`config.mk`:
```
export PLATFORM = sky130hd
export DESIGN_NAME = wiener_top
export DESIGN_NICKNAME = d
export VERILOG_FILES = /design/src/hw/wiener_pkg.sv /design/src/hw/wiener_csr.sv /design/src/hw/wiener_block_stats_fsm.sv /design/src/hw/block_stats_accum.sv /design/src/hw/block_delay_line.sv /design/src/hw/wiener_gain_apply.sv /design/src/hw/wiener_top.sv
export SDC_FILE = /design/constraint.sdc
export NUM_CORES = 2
export LEC_CHECK = 0
export ABC_AREA = 1
export BUFFER_PORTS_ARGS = -buffer_cell sky130_fd_sc_hd__clkbuf_2
export CORE_MARGIN = 5
export CORE_UTILIZATION = 35
export CTS_CLUSTER_SIZE = 28
export DETAILED_ROUTE_END_ITERATION = 6
export GPL_TIMING_DRIVEN = 0
export MAX_ROUTING_LAYER = met4
export SLEW_MARGIN = 10
export SYNTH_ARGS = -nofsm -noshare
export SYNTH_HDL_FRONTEND = slang
export SYNTH_HIERARCHICAL = 1
export SYNTH_SLANG_ARGS = --single-unit
```
`constraint.sdc`:
```
create_clock -name clk -period 85.1 [get_ports clk]
set_input_delay 8.51 -clock clk [delete_from_list [all_inputs] [get_ports clk]]
set_output_delay 8.51 -clock clk [all_outputs]
set_load 0.05 [all_outputs]
```
`src/hw/wiener_pkg.sv`:
```
// wiener denoise shared definitions
package wiener_pkg;

	localparam int BLOCK_SAMPLES = 16;
	localparam int BLOCK_SHIFT   = 4;   // log2 of block size
	localparam int PIX_W         = 8;
	localparam int VAR_W         = 16;
	localparam int BPF_W         = 16;  // blocks per frame field
	localparam int SUM_W         = PIX_W + BLOCK_SHIFT;
	localparam int SQ_W          = 2 * PIX_W + BLOCK_SHIFT;

	// axi4-lite sizing and register map
	localparam int AXI_ADDR_W = 8;
	localparam int AXI_DATA_W = 32;
	localparam logic [AXI_ADDR_W-1:0] ADDR_BLOCKS = 8'h00;
	localparam logic [AXI_ADDR_W-1:0] ADDR_NOISE  = 8'h04;
	localparam logic [AXI_ADDR_W-1:0] ADDR_FRAMES = 8'h08;

	typedef logic [PIX_W-1:0] pix_t;

	typedef struct packed {
		pix_t             mean;
		logic [VAR_W-1:0] variance;
	} block_stats_t;

	typedef struct packed {
		logic [BPF_W-1:0] blocks_per_frame;
		logic [VAR_W-1:0] noise_var;
	} wiener_cfg_t;

	typedef struct packed {
		logic take_pixel;   // new pixel into sums and delay line
		logic drain_pixel;  // shift only
		logic clear_accum;
		logic latch_stats;
	} block_ctl_t;

endpackage

```
`src/hw/wiener_csr.sv`:
```
// configuration and status registers
module wiener_csr (
	input  logic                                clk,
	input  logic                                rst_n,
	input  logic                                awvalid,
	output logic                                awready,
	input  logic [wiener_pkg::AXI_ADDR_W-1:0]   awaddr,
	input  logic                                wvalid,
	output logic                                wready,
	input  logic [wiener_pkg::AXI_DATA_W-1:0]   wdata,
	output logic                                bvalid,
	input  logic                                bready,
	output logic [1:0]                          bresp,
	input  logic                                arvalid,
	output logic                                arready,
	input  logic [wiener_pkg::AXI_ADDR_W-1:0]   araddr,
	output logic                                rvalid,
	input  logic                                rready,
	output logic [wiener_pkg::AXI_DATA_W-1:0]   rdata,
	output logic [1:0]                          rresp,
	input  logic                                frame_done,
	output wiener_pkg::wiener_cfg_t             cfg
);
	import wiener_pkg::*;

	logic                  wr_fire;
	logic                  rd_fire;
	logic [AXI_DATA_W-1:0] frame_cnt;

	// aw and w taken together, one write in flight
	assign awready = awvalid && wvalid && !bvalid;
	assign wready  = awready;
	assign wr_fire = awready;
	assign bresp   = 2'b00;

	assign arready = arvalid && !rvalid;
	assign rd_fire = arready;
	assign rresp   = 2'b00;

	always_ff @(posedge clk or negedge rst_n) begin
		if (!rst_n) begin
			cfg    <= '0;
			bvalid <= 1'b0;
		end else begin
			if (wr_fire) begin
				bvalid <= 1'b1;
				case (awaddr)
					ADDR_BLOCKS: cfg.blocks_per_frame <= wdata[BPF_W-1:0];
					ADDR_NOISE:  cfg.noise_var <= wdata[VAR_W-1:0];
					default: ;  // frame counter is read only
				endcase
			end else if (bready) begin
				bvalid <= 1'b0;
			end
		end
	end

	always_ff @(posedge clk or negedge rst_n) begin
		if (!rst_n) begin
			frame_cnt <= '0;
		end else if (frame_done) begin
			frame_cnt <= frame_cnt + AXI_DATA_W'(1);
		end
	end

	always_ff @(posedge clk or negedge rst_n) begin
		if (!rst_n) begin
			rvalid <= 1'b0;
		end else if (rd_fire) begin
			rvalid <= 1'b1;
		end else if (rready) begin
			rvalid <= 1'b0;
		end
	end

	// read data, unmapped addresses give zero
	always_ff @(posedge clk) begin
		if (rd_fire) begin
			case (araddr)
				ADDR_BLOCKS: rdata <= AXI_DATA_W'(cfg.blocks_per_frame);
				ADDR_NOISE:  rdata <= AXI_DATA_W'(cfg.noise_var);
				ADDR_FRAMES: rdata <= frame_cnt;
				default:     rdata <= '0;
			endcase
		end
	end

endmodule

```
`src/hw/wiener_block_stats_fsm.sv`:
```
// block statistics sequencer
module wiener_block_stats_fsm (
	input  logic                          clk,
	input  logic                          rst_n,
	input  logic                          sof,
	input  logic                          pix_valid,
	output logic                          pix_ready,
	input  logic                          stats_valid,
	input  logic [wiener_pkg::BPF_W-1:0]  blocks_per_frame,
	output wiener_pkg::block_ctl_t        ctl,
	output logic                          replay_active,
	output logic                          frame_done
);
	import wiener_pkg::*;

	typedef enum logic [1:0] {
		IDLE,
		READ,
		WAIT_STATS,
		DRAIN
	} state_t;

	state_t                 state;
	state_t                 state_nxt;
	logic [BLOCK_SHIFT-1:0] smp_cnt;     // wraps to zero after a block
	logic [BPF_W-1:0]       blk_cnt;
	logic [BPF_W-1:0]       blk_target;
	logic                   last_smp;
	logic                   last_blk;

	// zero blocks per frame behaves as one
	assign blk_target = (blocks_per_frame == '0) ? BPF_W'(1) : blocks_per_frame;
	assign last_smp   = smp_cnt == BLOCK_SHIFT'(BLOCK_SAMPLES - 1);
	assign last_blk   = (blk_cnt + BPF_W'(1)) == blk_target;

	always_comb begin
		state_nxt = state;
		case (state)
			IDLE: begin
				if (sof)
					state_nxt = READ;
			end
			READ: begin
				if (ctl.take_pixel && last_smp)
					state_nxt = WAIT_STATS;
			end
			WAIT_STATS: begin
				if (stats_valid)
					state_nxt = last_blk ? DRAIN : READ;
			end
			DRAIN: begin
				if (last_smp)
					state_nxt = IDLE;
			end
			default: state_nxt = IDLE;
		endcase
	end

	assign pix_ready       = state == READ;
	assign ctl.take_pixel  = pix_ready && pix_valid;
	assign ctl.drain_pixel = state == DRAIN;
	assign ctl.latch_stats = (state == WAIT_STATS) && stats_valid;
	assign ctl.clear_accum = (state != READ) && (state_nxt == READ); // entry to READ

	always_ff @(posedge clk or negedge rst_n) begin
		if (!rst_n) begin
			state         <= IDLE;
			smp_cnt       <= '0;
			blk_cnt       <= '0;
			replay_active <= 1'b0;
			frame_done    <= 1'b0;
		end else begin
			state      <= state_nxt;
			frame_done <= (state == DRAIN) && last_smp;

			if (state == IDLE && sof) begin
				smp_cnt <= '0;
				blk_cnt <= '0;
			end else begin
				if (ctl.take_pixel || ctl.drain_pixel)
					smp_cnt <= smp_cnt + BLOCK_SHIFT'(1);
				if (ctl.latch_stats)
					blk_cnt <= blk_cnt + BPF_W'(1);
			end

			// replay runs from the first latched block to the end of drain
			if (ctl.latch_stats)
				replay_active <= 1'b1;
			else if (state == DRAIN && last_smp)
				replay_active <= 1'b0;
		end
	end

endmodule

```
`src/hw/block_stats_accum.sv`:
```
// block mean and variance accumulator
module block_stats_accum (
	input  logic                     clk,
	input  logic                     rst_n,
	input  wiener_pkg::block_ctl_t   ctl,
	input  wiener_pkg::pix_t         pix_in,
	output logic                     stats_valid,
	output wiener_pkg::block_stats_t stats
);
	import wiener_pkg::*;

	logic [SUM_W-1:0]       sum;
	logic [SQ_W-1:0]        sq_sum;
	logic [BLOCK_SHIFT-1:0] cnt;
	logic                   sums_done;   // stage 1 holds a full block
	pix_t                   mean_c;
	logic [VAR_W-1:0]       sq_mean_c;
	logic [VAR_W-1:0]       mean_sq_c;

	assign mean_c    = sum[SUM_W-1:BLOCK_SHIFT];      // truncated mean
	assign sq_mean_c = sq_sum[SQ_W-1:BLOCK_SHIFT];
	assign mean_sq_c = VAR_W'(mean_c) * VAR_W'(mean_c);

	always_ff @(posedge clk) begin
		if (ctl.clear_accum) begin
			sum    <= '0;
			sq_sum <= '0;
		end else if (ctl.take_pixel) begin
			sum    <= sum + SUM_W'(pix_in);
			sq_sum <= sq_sum + SQ_W'(pix_in) * SQ_W'(pix_in);
		end
	end

	always_ff @(posedge clk or negedge rst_n) begin
		if (!rst_n) begin
			cnt         <= '0;
			sums_done   <= 1'b0;
			stats_valid <= 1'b0;
		end else begin
			sums_done   <= ctl.take_pixel && (cnt == BLOCK_SHIFT'(BLOCK_SAMPLES - 1));
			stats_valid <= sums_done;
			if (ctl.clear_accum)
				cnt <= '0;
			else if (ctl.take_pixel)
				cnt <= cnt + BLOCK_SHIFT'(1);
		end
	end

	// stage 2, variance floored at zero
	always_ff @(posedge clk) begin
		if (sums_done) begin
			stats.mean     <= mean_c;
			stats.variance <= (sq_mean_c > mean_sq_c) ? sq_mean_c - mean_sq_c : '0;
		end
	end

endmodule

```
`src/hw/block_delay_line.sv`:
```
// block delay line
module block_delay_line (
	input  logic                   clk,
	input  logic                   rst_n,
	input  wiener_pkg::block_ctl_t ctl,
	input  wiener_pkg::pix_t       pix_in,
	output wiener_pkg::pix_t       pix_out
);
	import wiener_pkg::*;

	pix_t taps [BLOCK_SAMPLES];

	assign pix_out = taps[BLOCK_SAMPLES-1];  // oldest pixel

	always_ff @(posedge clk or negedge rst_n) begin
		if (!rst_n) begin
			for (int i = 0; i < BLOCK_SAMPLES; i++)
				taps[i] <= '0;
		end else if (ctl.take_pixel || ctl.drain_pixel) begin
			taps[0] <= ctl.take_pixel ? pix_in : '0;  // drain pushes zeros
			for (int i = 1; i < BLOCK_SAMPLES; i++)
				taps[i] <= taps[i-1];
		end
	end

endmodule

```
`src/hw/wiener_gain_apply.sv`:
```
// wiener gain stage
module wiener_gain_apply (
	input  logic                         clk,
	input  logic                         rst_n,
	input  wiener_pkg::block_ctl_t       ctl,
	input  logic                         replay_active,
	input  wiener_pkg::block_stats_t     stats,
	input  logic [wiener_pkg::VAR_W-1:0] noise_var,
	input  wiener_pkg::pix_t             pix_in,
	output logic                         out_valid,
	output wiener_pkg::pix_t             out_pix
);
	import wiener_pkg::*;

	localparam int PROD_W = VAR_W + PIX_W + 2;

	block_stats_t              stats_q;    // block being replayed
	logic                      shift_ok;
	logic signed [VAR_W:0]     gain_num;
	logic signed [PIX_W:0]     dev;
	logic signed [PROD_W-1:0]  prod;
	logic signed [PROD_W-1:0]  quot;
	logic signed [PROD_W-1:0]  res;
	pix_t                      pix_new;

	assign shift_ok = (ctl.take_pixel || ctl.drain_pixel) && replay_active;

	always_comb begin
		gain_num = $signed({1'b0, stats_q.variance}) - $signed({1'b0, noise_var});
		dev      = $signed({1'b0, pix_in}) - $signed({1'b0, stats_q.mean});
		prod     = gain_num * dev;
		// signed divide truncates toward zero
		quot     = prod / $signed({{(PROD_W - VAR_W){1'b0}}, stats_q.variance});
		res      = quot + $signed({{(PROD_W - PIX_W){1'b0}}, stats_q.mean});
		if (stats_q.variance <= noise_var)
			pix_new = stats_q.mean;  // block is all noise
		else if (res < 0)
			pix_new = '0;
		else if (res > PROD_W'(255))
			pix_new = 8'hff;
		else
			pix_new = res[PIX_W-1:0];
	end

	always_ff @(posedge clk) begin
		if (ctl.latch_stats)
			stats_q <= stats;
		if (shift_ok)
			out_pix <= pix_new;
	end

	always_ff @(posedge clk or negedge rst_n) begin
		if (!rst_n)
			out_valid <= 1'b0;
		else
			out_valid <= shift_ok;
	end

endmodule

```
`src/hw/wiener_top.sv`:
```
// wiener denoise top level
module wiener_top (
	input  logic                                clk,
	input  logic                                rst_n,
	input  logic                                sof,
	input  logic                                pix_valid,
	input  wiener_pkg::pix_t                    pix_in,
	output logic                                pix_ready,
	output logic                                out_valid,
	output wiener_pkg::pix_t                    out_pix,
	input  logic                                awvalid,
	output logic                                awready,
	input  logic [wiener_pkg::AXI_ADDR_W-1:0]   awaddr,
	input  logic                                wvalid,
	output logic                                wready,
	input  logic [wiener_pkg::AXI_DATA_W-1:0]   wdata,
	output logic                                bvalid,
	input  logic                                bready,
	output logic [1:0]                          bresp,
	input  logic                                arvalid,
	output logic                                arready,
	input  logic [wiener_pkg::AXI_ADDR_W-1:0]   araddr,
	output logic                                rvalid,
	input  logic                                rready,
	output logic [wiener_pkg::AXI_DATA_W-1:0]   rdata,
	output logic [1:0]                          rresp
);
	import wiener_pkg::*;

	wiener_cfg_t  cfg;
	block_ctl_t   ctl;
	block_stats_t stats;
	pix_t         delayed_pix;  // current block replayed
	logic         stats_valid;
	logic         replay_active;
	logic         frame_done;

	wiener_csr i_csr (
		.clk, .rst_n,
		.awvalid, .awready, .awaddr, .wvalid, .wready, .wdata,
		.bvalid, .bready, .bresp,
		.arvalid, .arready, .araddr, .rvalid, .rready, .rdata, .rresp,
		.frame_done, .cfg
	);

	wiener_block_stats_fsm i_fsm (
		.clk, .rst_n, .sof, .pix_valid, .pix_ready, .stats_valid,
		.blocks_per_frame (cfg.blocks_per_frame),
		.ctl, .replay_active, .frame_done
	);

	block_stats_accum i_accum (
		.clk, .rst_n, .ctl, .pix_in, .stats_valid, .stats
	);

	block_delay_line i_delay (
		.clk, .rst_n, .ctl, .pix_in, .pix_out (delayed_pix)
	);

	wiener_gain_apply i_gain (
		.clk, .rst_n, .ctl, .replay_active, .stats,
		.noise_var (cfg.noise_var),
		.pix_in    (delayed_pix),
		.out_valid, .out_pix
	);

endmodule

```
==> metrics.md <==
| Metric | Value |
|---|---|
| Outcome | `completed` |
| Period utilisation layout | `roughly nine tenths` |
| Min Tclk post-route | `~78 ns` |
| Synth Instances | `about 6600` |
| Vias post-DR | `42285` |
| Data arrival, critical path | `78.46 ns` |
| Crit path kind | `flop to flop` |
| Remaining DRCs | `0` |
| CTS HTree Levels | `2` |
| Nets | `7556` |
| Seq cells post-synth | `345` |
| Max cap viols | `0` |
| Filler Cell Count | `between 10000 and 15000` |
| First-pass GRT wire length | `209000 um` |
| Cts hold-fix bufs | `0` |
| Clock Skews | `0.0288 ns` |
| Hold slack | `approximately 0.4 ns` |
| Worst rel slew slack | `between 10% and 20%` |
| Crit Reg-Reg Endpoint | `i_gain/out_pix[7]$_DFFE_PP_` |
| Pins over their slew limit | `0` |
| Synth Area in XOR/XNOR | `between 6 and 7%` |
| Most frequent cell after synthesis | `nand2_1` |
| Routed WL | `129000 um` |
| Part of the Yosys area used for sequential elements | `19.6%` |
| Final Setup Violations | `0` |
| Area occupied by multi-input gates | `32200 sq um` |
| Post-Synth Simple-Gate Area | `29.6%` |
| Max stage delay on crit path | `roughly 0.58 ns` |
| Total area of sequential cells | `slightly below 9000 sq um` |
| Crit path top cell by count | `nand2_1` |
| Reg-to-reg slack, setup | `6.90 ns` |
| Via density per instance | `4.92` |
| Detail Placement HPWL | `106000 um` |
| Yosys top cell by area | `nand2_1` |
| Post-route ant nets | `0` |
| Mapped Area | `45500 sq um` |
| Yosys warns | `6` |
| Initial antenna violation count | `1` |
| Post-route setup slack | `6.90 ns` |
| Critical Path Sink Type | `flop` |
| Clock root cell | `clkbuf_16` |
| Post-synth ARST share | `roughly two thirds` |
| Hold Crit Endpoint | `i_gain/stats_q[16]$_DFFE_PP_` |
| CORE AREA | `129000 sq um` |
| Mux contribution to synthesized area | `less than 1%` |
| Hold path depth | `0` |
| DRT iter0 DRCs | `2627` |
| Worst slew pin tran | `1.31 ns` |
| Total track usage | `18.8%` |
| Post-synth top area share | `14.5%` |
| Die Wd | `371 um` |
| IO Pins | `116` |
| GR Overflow Total | `0` |
| Synth area leaders | `nand2_1 (15%), ha_1 (13%), dfrtp_1 (12%), fa_1 (8.6%), inv_1 (8.4%)` |
| Setup TNS | `0 ns` |
| Synth Flop Type | `dfrtp_1` |
| Crit path max fanout | `14` |
| Clk buf depth | `3` |
| Synth cell count leaders | `nand2_1 (1759), inv_1 (1015), nor2_1 (582)` |
| Clock Sinks | `roughly 350` |
| First-pass DRT Iterations | `6` |
| Largest net degree at the start of global routing | `81` |
| Placer Congestion | `approximately 0.93` |
| Setup WS pre-CTS | `-4.21 ns` |
| Vias in the first global route | `40345` |
| Synth unique cells | `81` |
| Largest family of logic cells by synthesized area | `simple AND/OR/NAND/NOR gates` |
| Path type of the worst min-delay path | `flop to flop` |
| Synth Area in Compound Gates | `11.4%` |
| Row cnt | `132` |
| FF-to-FF path depth | `roughly 530` |
| IO Port Bufs | `95` |
| Die area | `137000 sq um` |
| Post-synth EDFFs | `88` |
| Syn-to-layout area delta | `11.1%` |
| Number of buffers created by CTS | `38` |
| Final hold viol count | `0` |
| Worst Path Required | `85.36 ns` |
| WL/cell | `15.0 um` |
| Initial Util | `35.2%` |
| Hold Crit Start | `i_accum/stats[16]$_DFFE_PP_` |
| ANT cells | `0` |
| Later-pin clock latency in the skew report | `0.54 ns` |
| Slowest stage cell on the critical path | `fa_1` |
| Die height | `371 um` |
| Avg Inst Size Synth | `approximately 6.9 sq um` |
| Fmax | `12.8 MHz` |
| FF-to-FF Start | `i_gain/stats_q[0]$_DFFE_PP_` |
| Layout cell share with drive strength beyond 1 | `10.3%` |
| Nature of the critical path startpoint | `flop` |
| Worst-path clk slew | `around 0.060 ns` |
| Synth Area in Adders | `21.8%` |
| CTS tree | `done` |
[worst max-delay path: cells and delay by family (launching register included)]
kind                     cells  cell delay (ns)
flip-flops                   1             0.47
adder cells (fa/ha/maj)     36            12.83
AND/OR/NAND/NOR            191            21.92
AO/OA/AOI/OAI              180            29.81
buffers and inverters      122            12.74
[through the flow]
stage	instance area (sq um)	cells	util (%)
floorplan	45500	6628	-
global placement	48200	8465	37.3
global route	50600	8588	39.1
CTS	49600	8538	38.4
detailed placement	48300	8467	37.3
finish	50600	8588	39.1
[routing by layer]
| metal | up-vias | share of wire, % | track usage [%] |
|---|---|---|---|
| met4 | 0 | 2.1 | 3.65 |
| met2 | 712 | 48 | 32.4 |
| li1 | 21558 | - | - |
| met3 | 124 | 3.5 | 1.08 |
| met5 | - | 0 | - |
| met1 | 19891 | 47 | 24.8 |
[cells in the final DEF (no fill, tap or decap), types with 19 or more instances in the layout]
cell type / instances
nand2_1: 1751
inv_1: 1006
nor2_1: 572
ha_1: 472
o21ai_0: 396
nand3_1: 343
a21oi_1: 263
xor2_1: 239
dfrtp_1: 225
fa_1: 195
clkbuf_2: 97
nand4_1: 90
edfxtp_1: 88
xnor2_1: 84
clkbuf_1: 79
buf_4: 78
nand2_2: 65
a21oi_2: 63
o21ai_1: 49
nor3_1: 47
or2_2: 44
nor2_2: 44
inv_2: 41
clkbuf_16: 40
buf_6: 37
nand3_2: 34
dfxtp_1: 32
a21o_1: 30
o21bai_1: 29
nor2_4: 19
[sequential cells by signal (all words and copies together) (netlist names), 2 cells and up]
register and count:
i_delay/taps 120, i_csr/cfg 32, i_csr/frame_cnt 32, i_csr/rdata 32
i_accum/stats 24, i_gain/stats_q 24, i_accum/sq_sum 20, i_fsm/blk_cnt 16
i_accum/sum 12, i_delay/pix_out 8, i_gain/out_pix 8, i_accum/cnt 4
i_fsm/smp_cnt 4, i_fsm/state 2
[timing repair]
action                                  4_1_cts  5_1_grt
hold endpoints to repair                      0        0
endpoints found under the setup margin        8        8
pin swaps                                     1       38
setup buffers                                 2       50
resized for setup                            36      184
cloned                                        0        1
[cell type report]
| type | count | area share (%) |
|---|---|---|
| multi-input cells | 5052 | 63.6 |
| flip-flops and latches | 345 | 17.6 |
| well taps | 1742 | 4.31 |
| inverters | 1070 | 8.06 |
| clock inverters | 9 | 0.233 |
| repair buffers | 149 | 1.84 |
| clock buffers | 61 | 2.21 |
| repair inverters | 1 | 0.0173 |
| plain buffers | 159 | 2.08 |
[worst max path at each step]
stage	from	endpoint	slack, ns	cells past startpoint
2_1_floorplan	i_gain/stats_q[0]$_DFFE_PP_	i_gain/out_pix[7]$_DFFE_PP_	11.16	553
3_3_place_gp	i_gain/stats_q[0]$_DFFE_PP_	i_gain/out_pix[7]$_DFFE_PP_	-3.33	548
3_5_place_dp	i_gain/stats_q[0]$_DFFE_PP_	i_gain/out_pix[7]$_DFFE_PP_	-4.21	548
4_1_cts	i_gain/stats_q[0]$_DFFE_PP_	i_gain/out_pix[7]$_DFFE_PP_	0.05	552
5_1_grt	i_csr/cfg[2]$_DFFE_PN0P_	i_gain/out_pix[7]$_DFFE_PP_	-0.29	555
6_report	i_gain/stats_q[0]$_DFFE_PP_	i_gain/out_pix[7]$_DFFE_PP_	6.90	529
[cell families (layout without fill, tap and decap cells)]
kind of cell	after synthesis	count (layout)
AND/OR/NAND/NOR	3094	3094
buffers and inverters	1231	1449
AO/OA/AOI/OAI	942	942
adder cells (fa/ha/maj)	675	675
flip-flops	345	345
XOR/XNOR	331	331
multiplexers	6	6
other	1	4
Power is left out: the tool's default activity adds up to more than one toggle a clock period on the data nets, which glitch-free logic cannot reach.
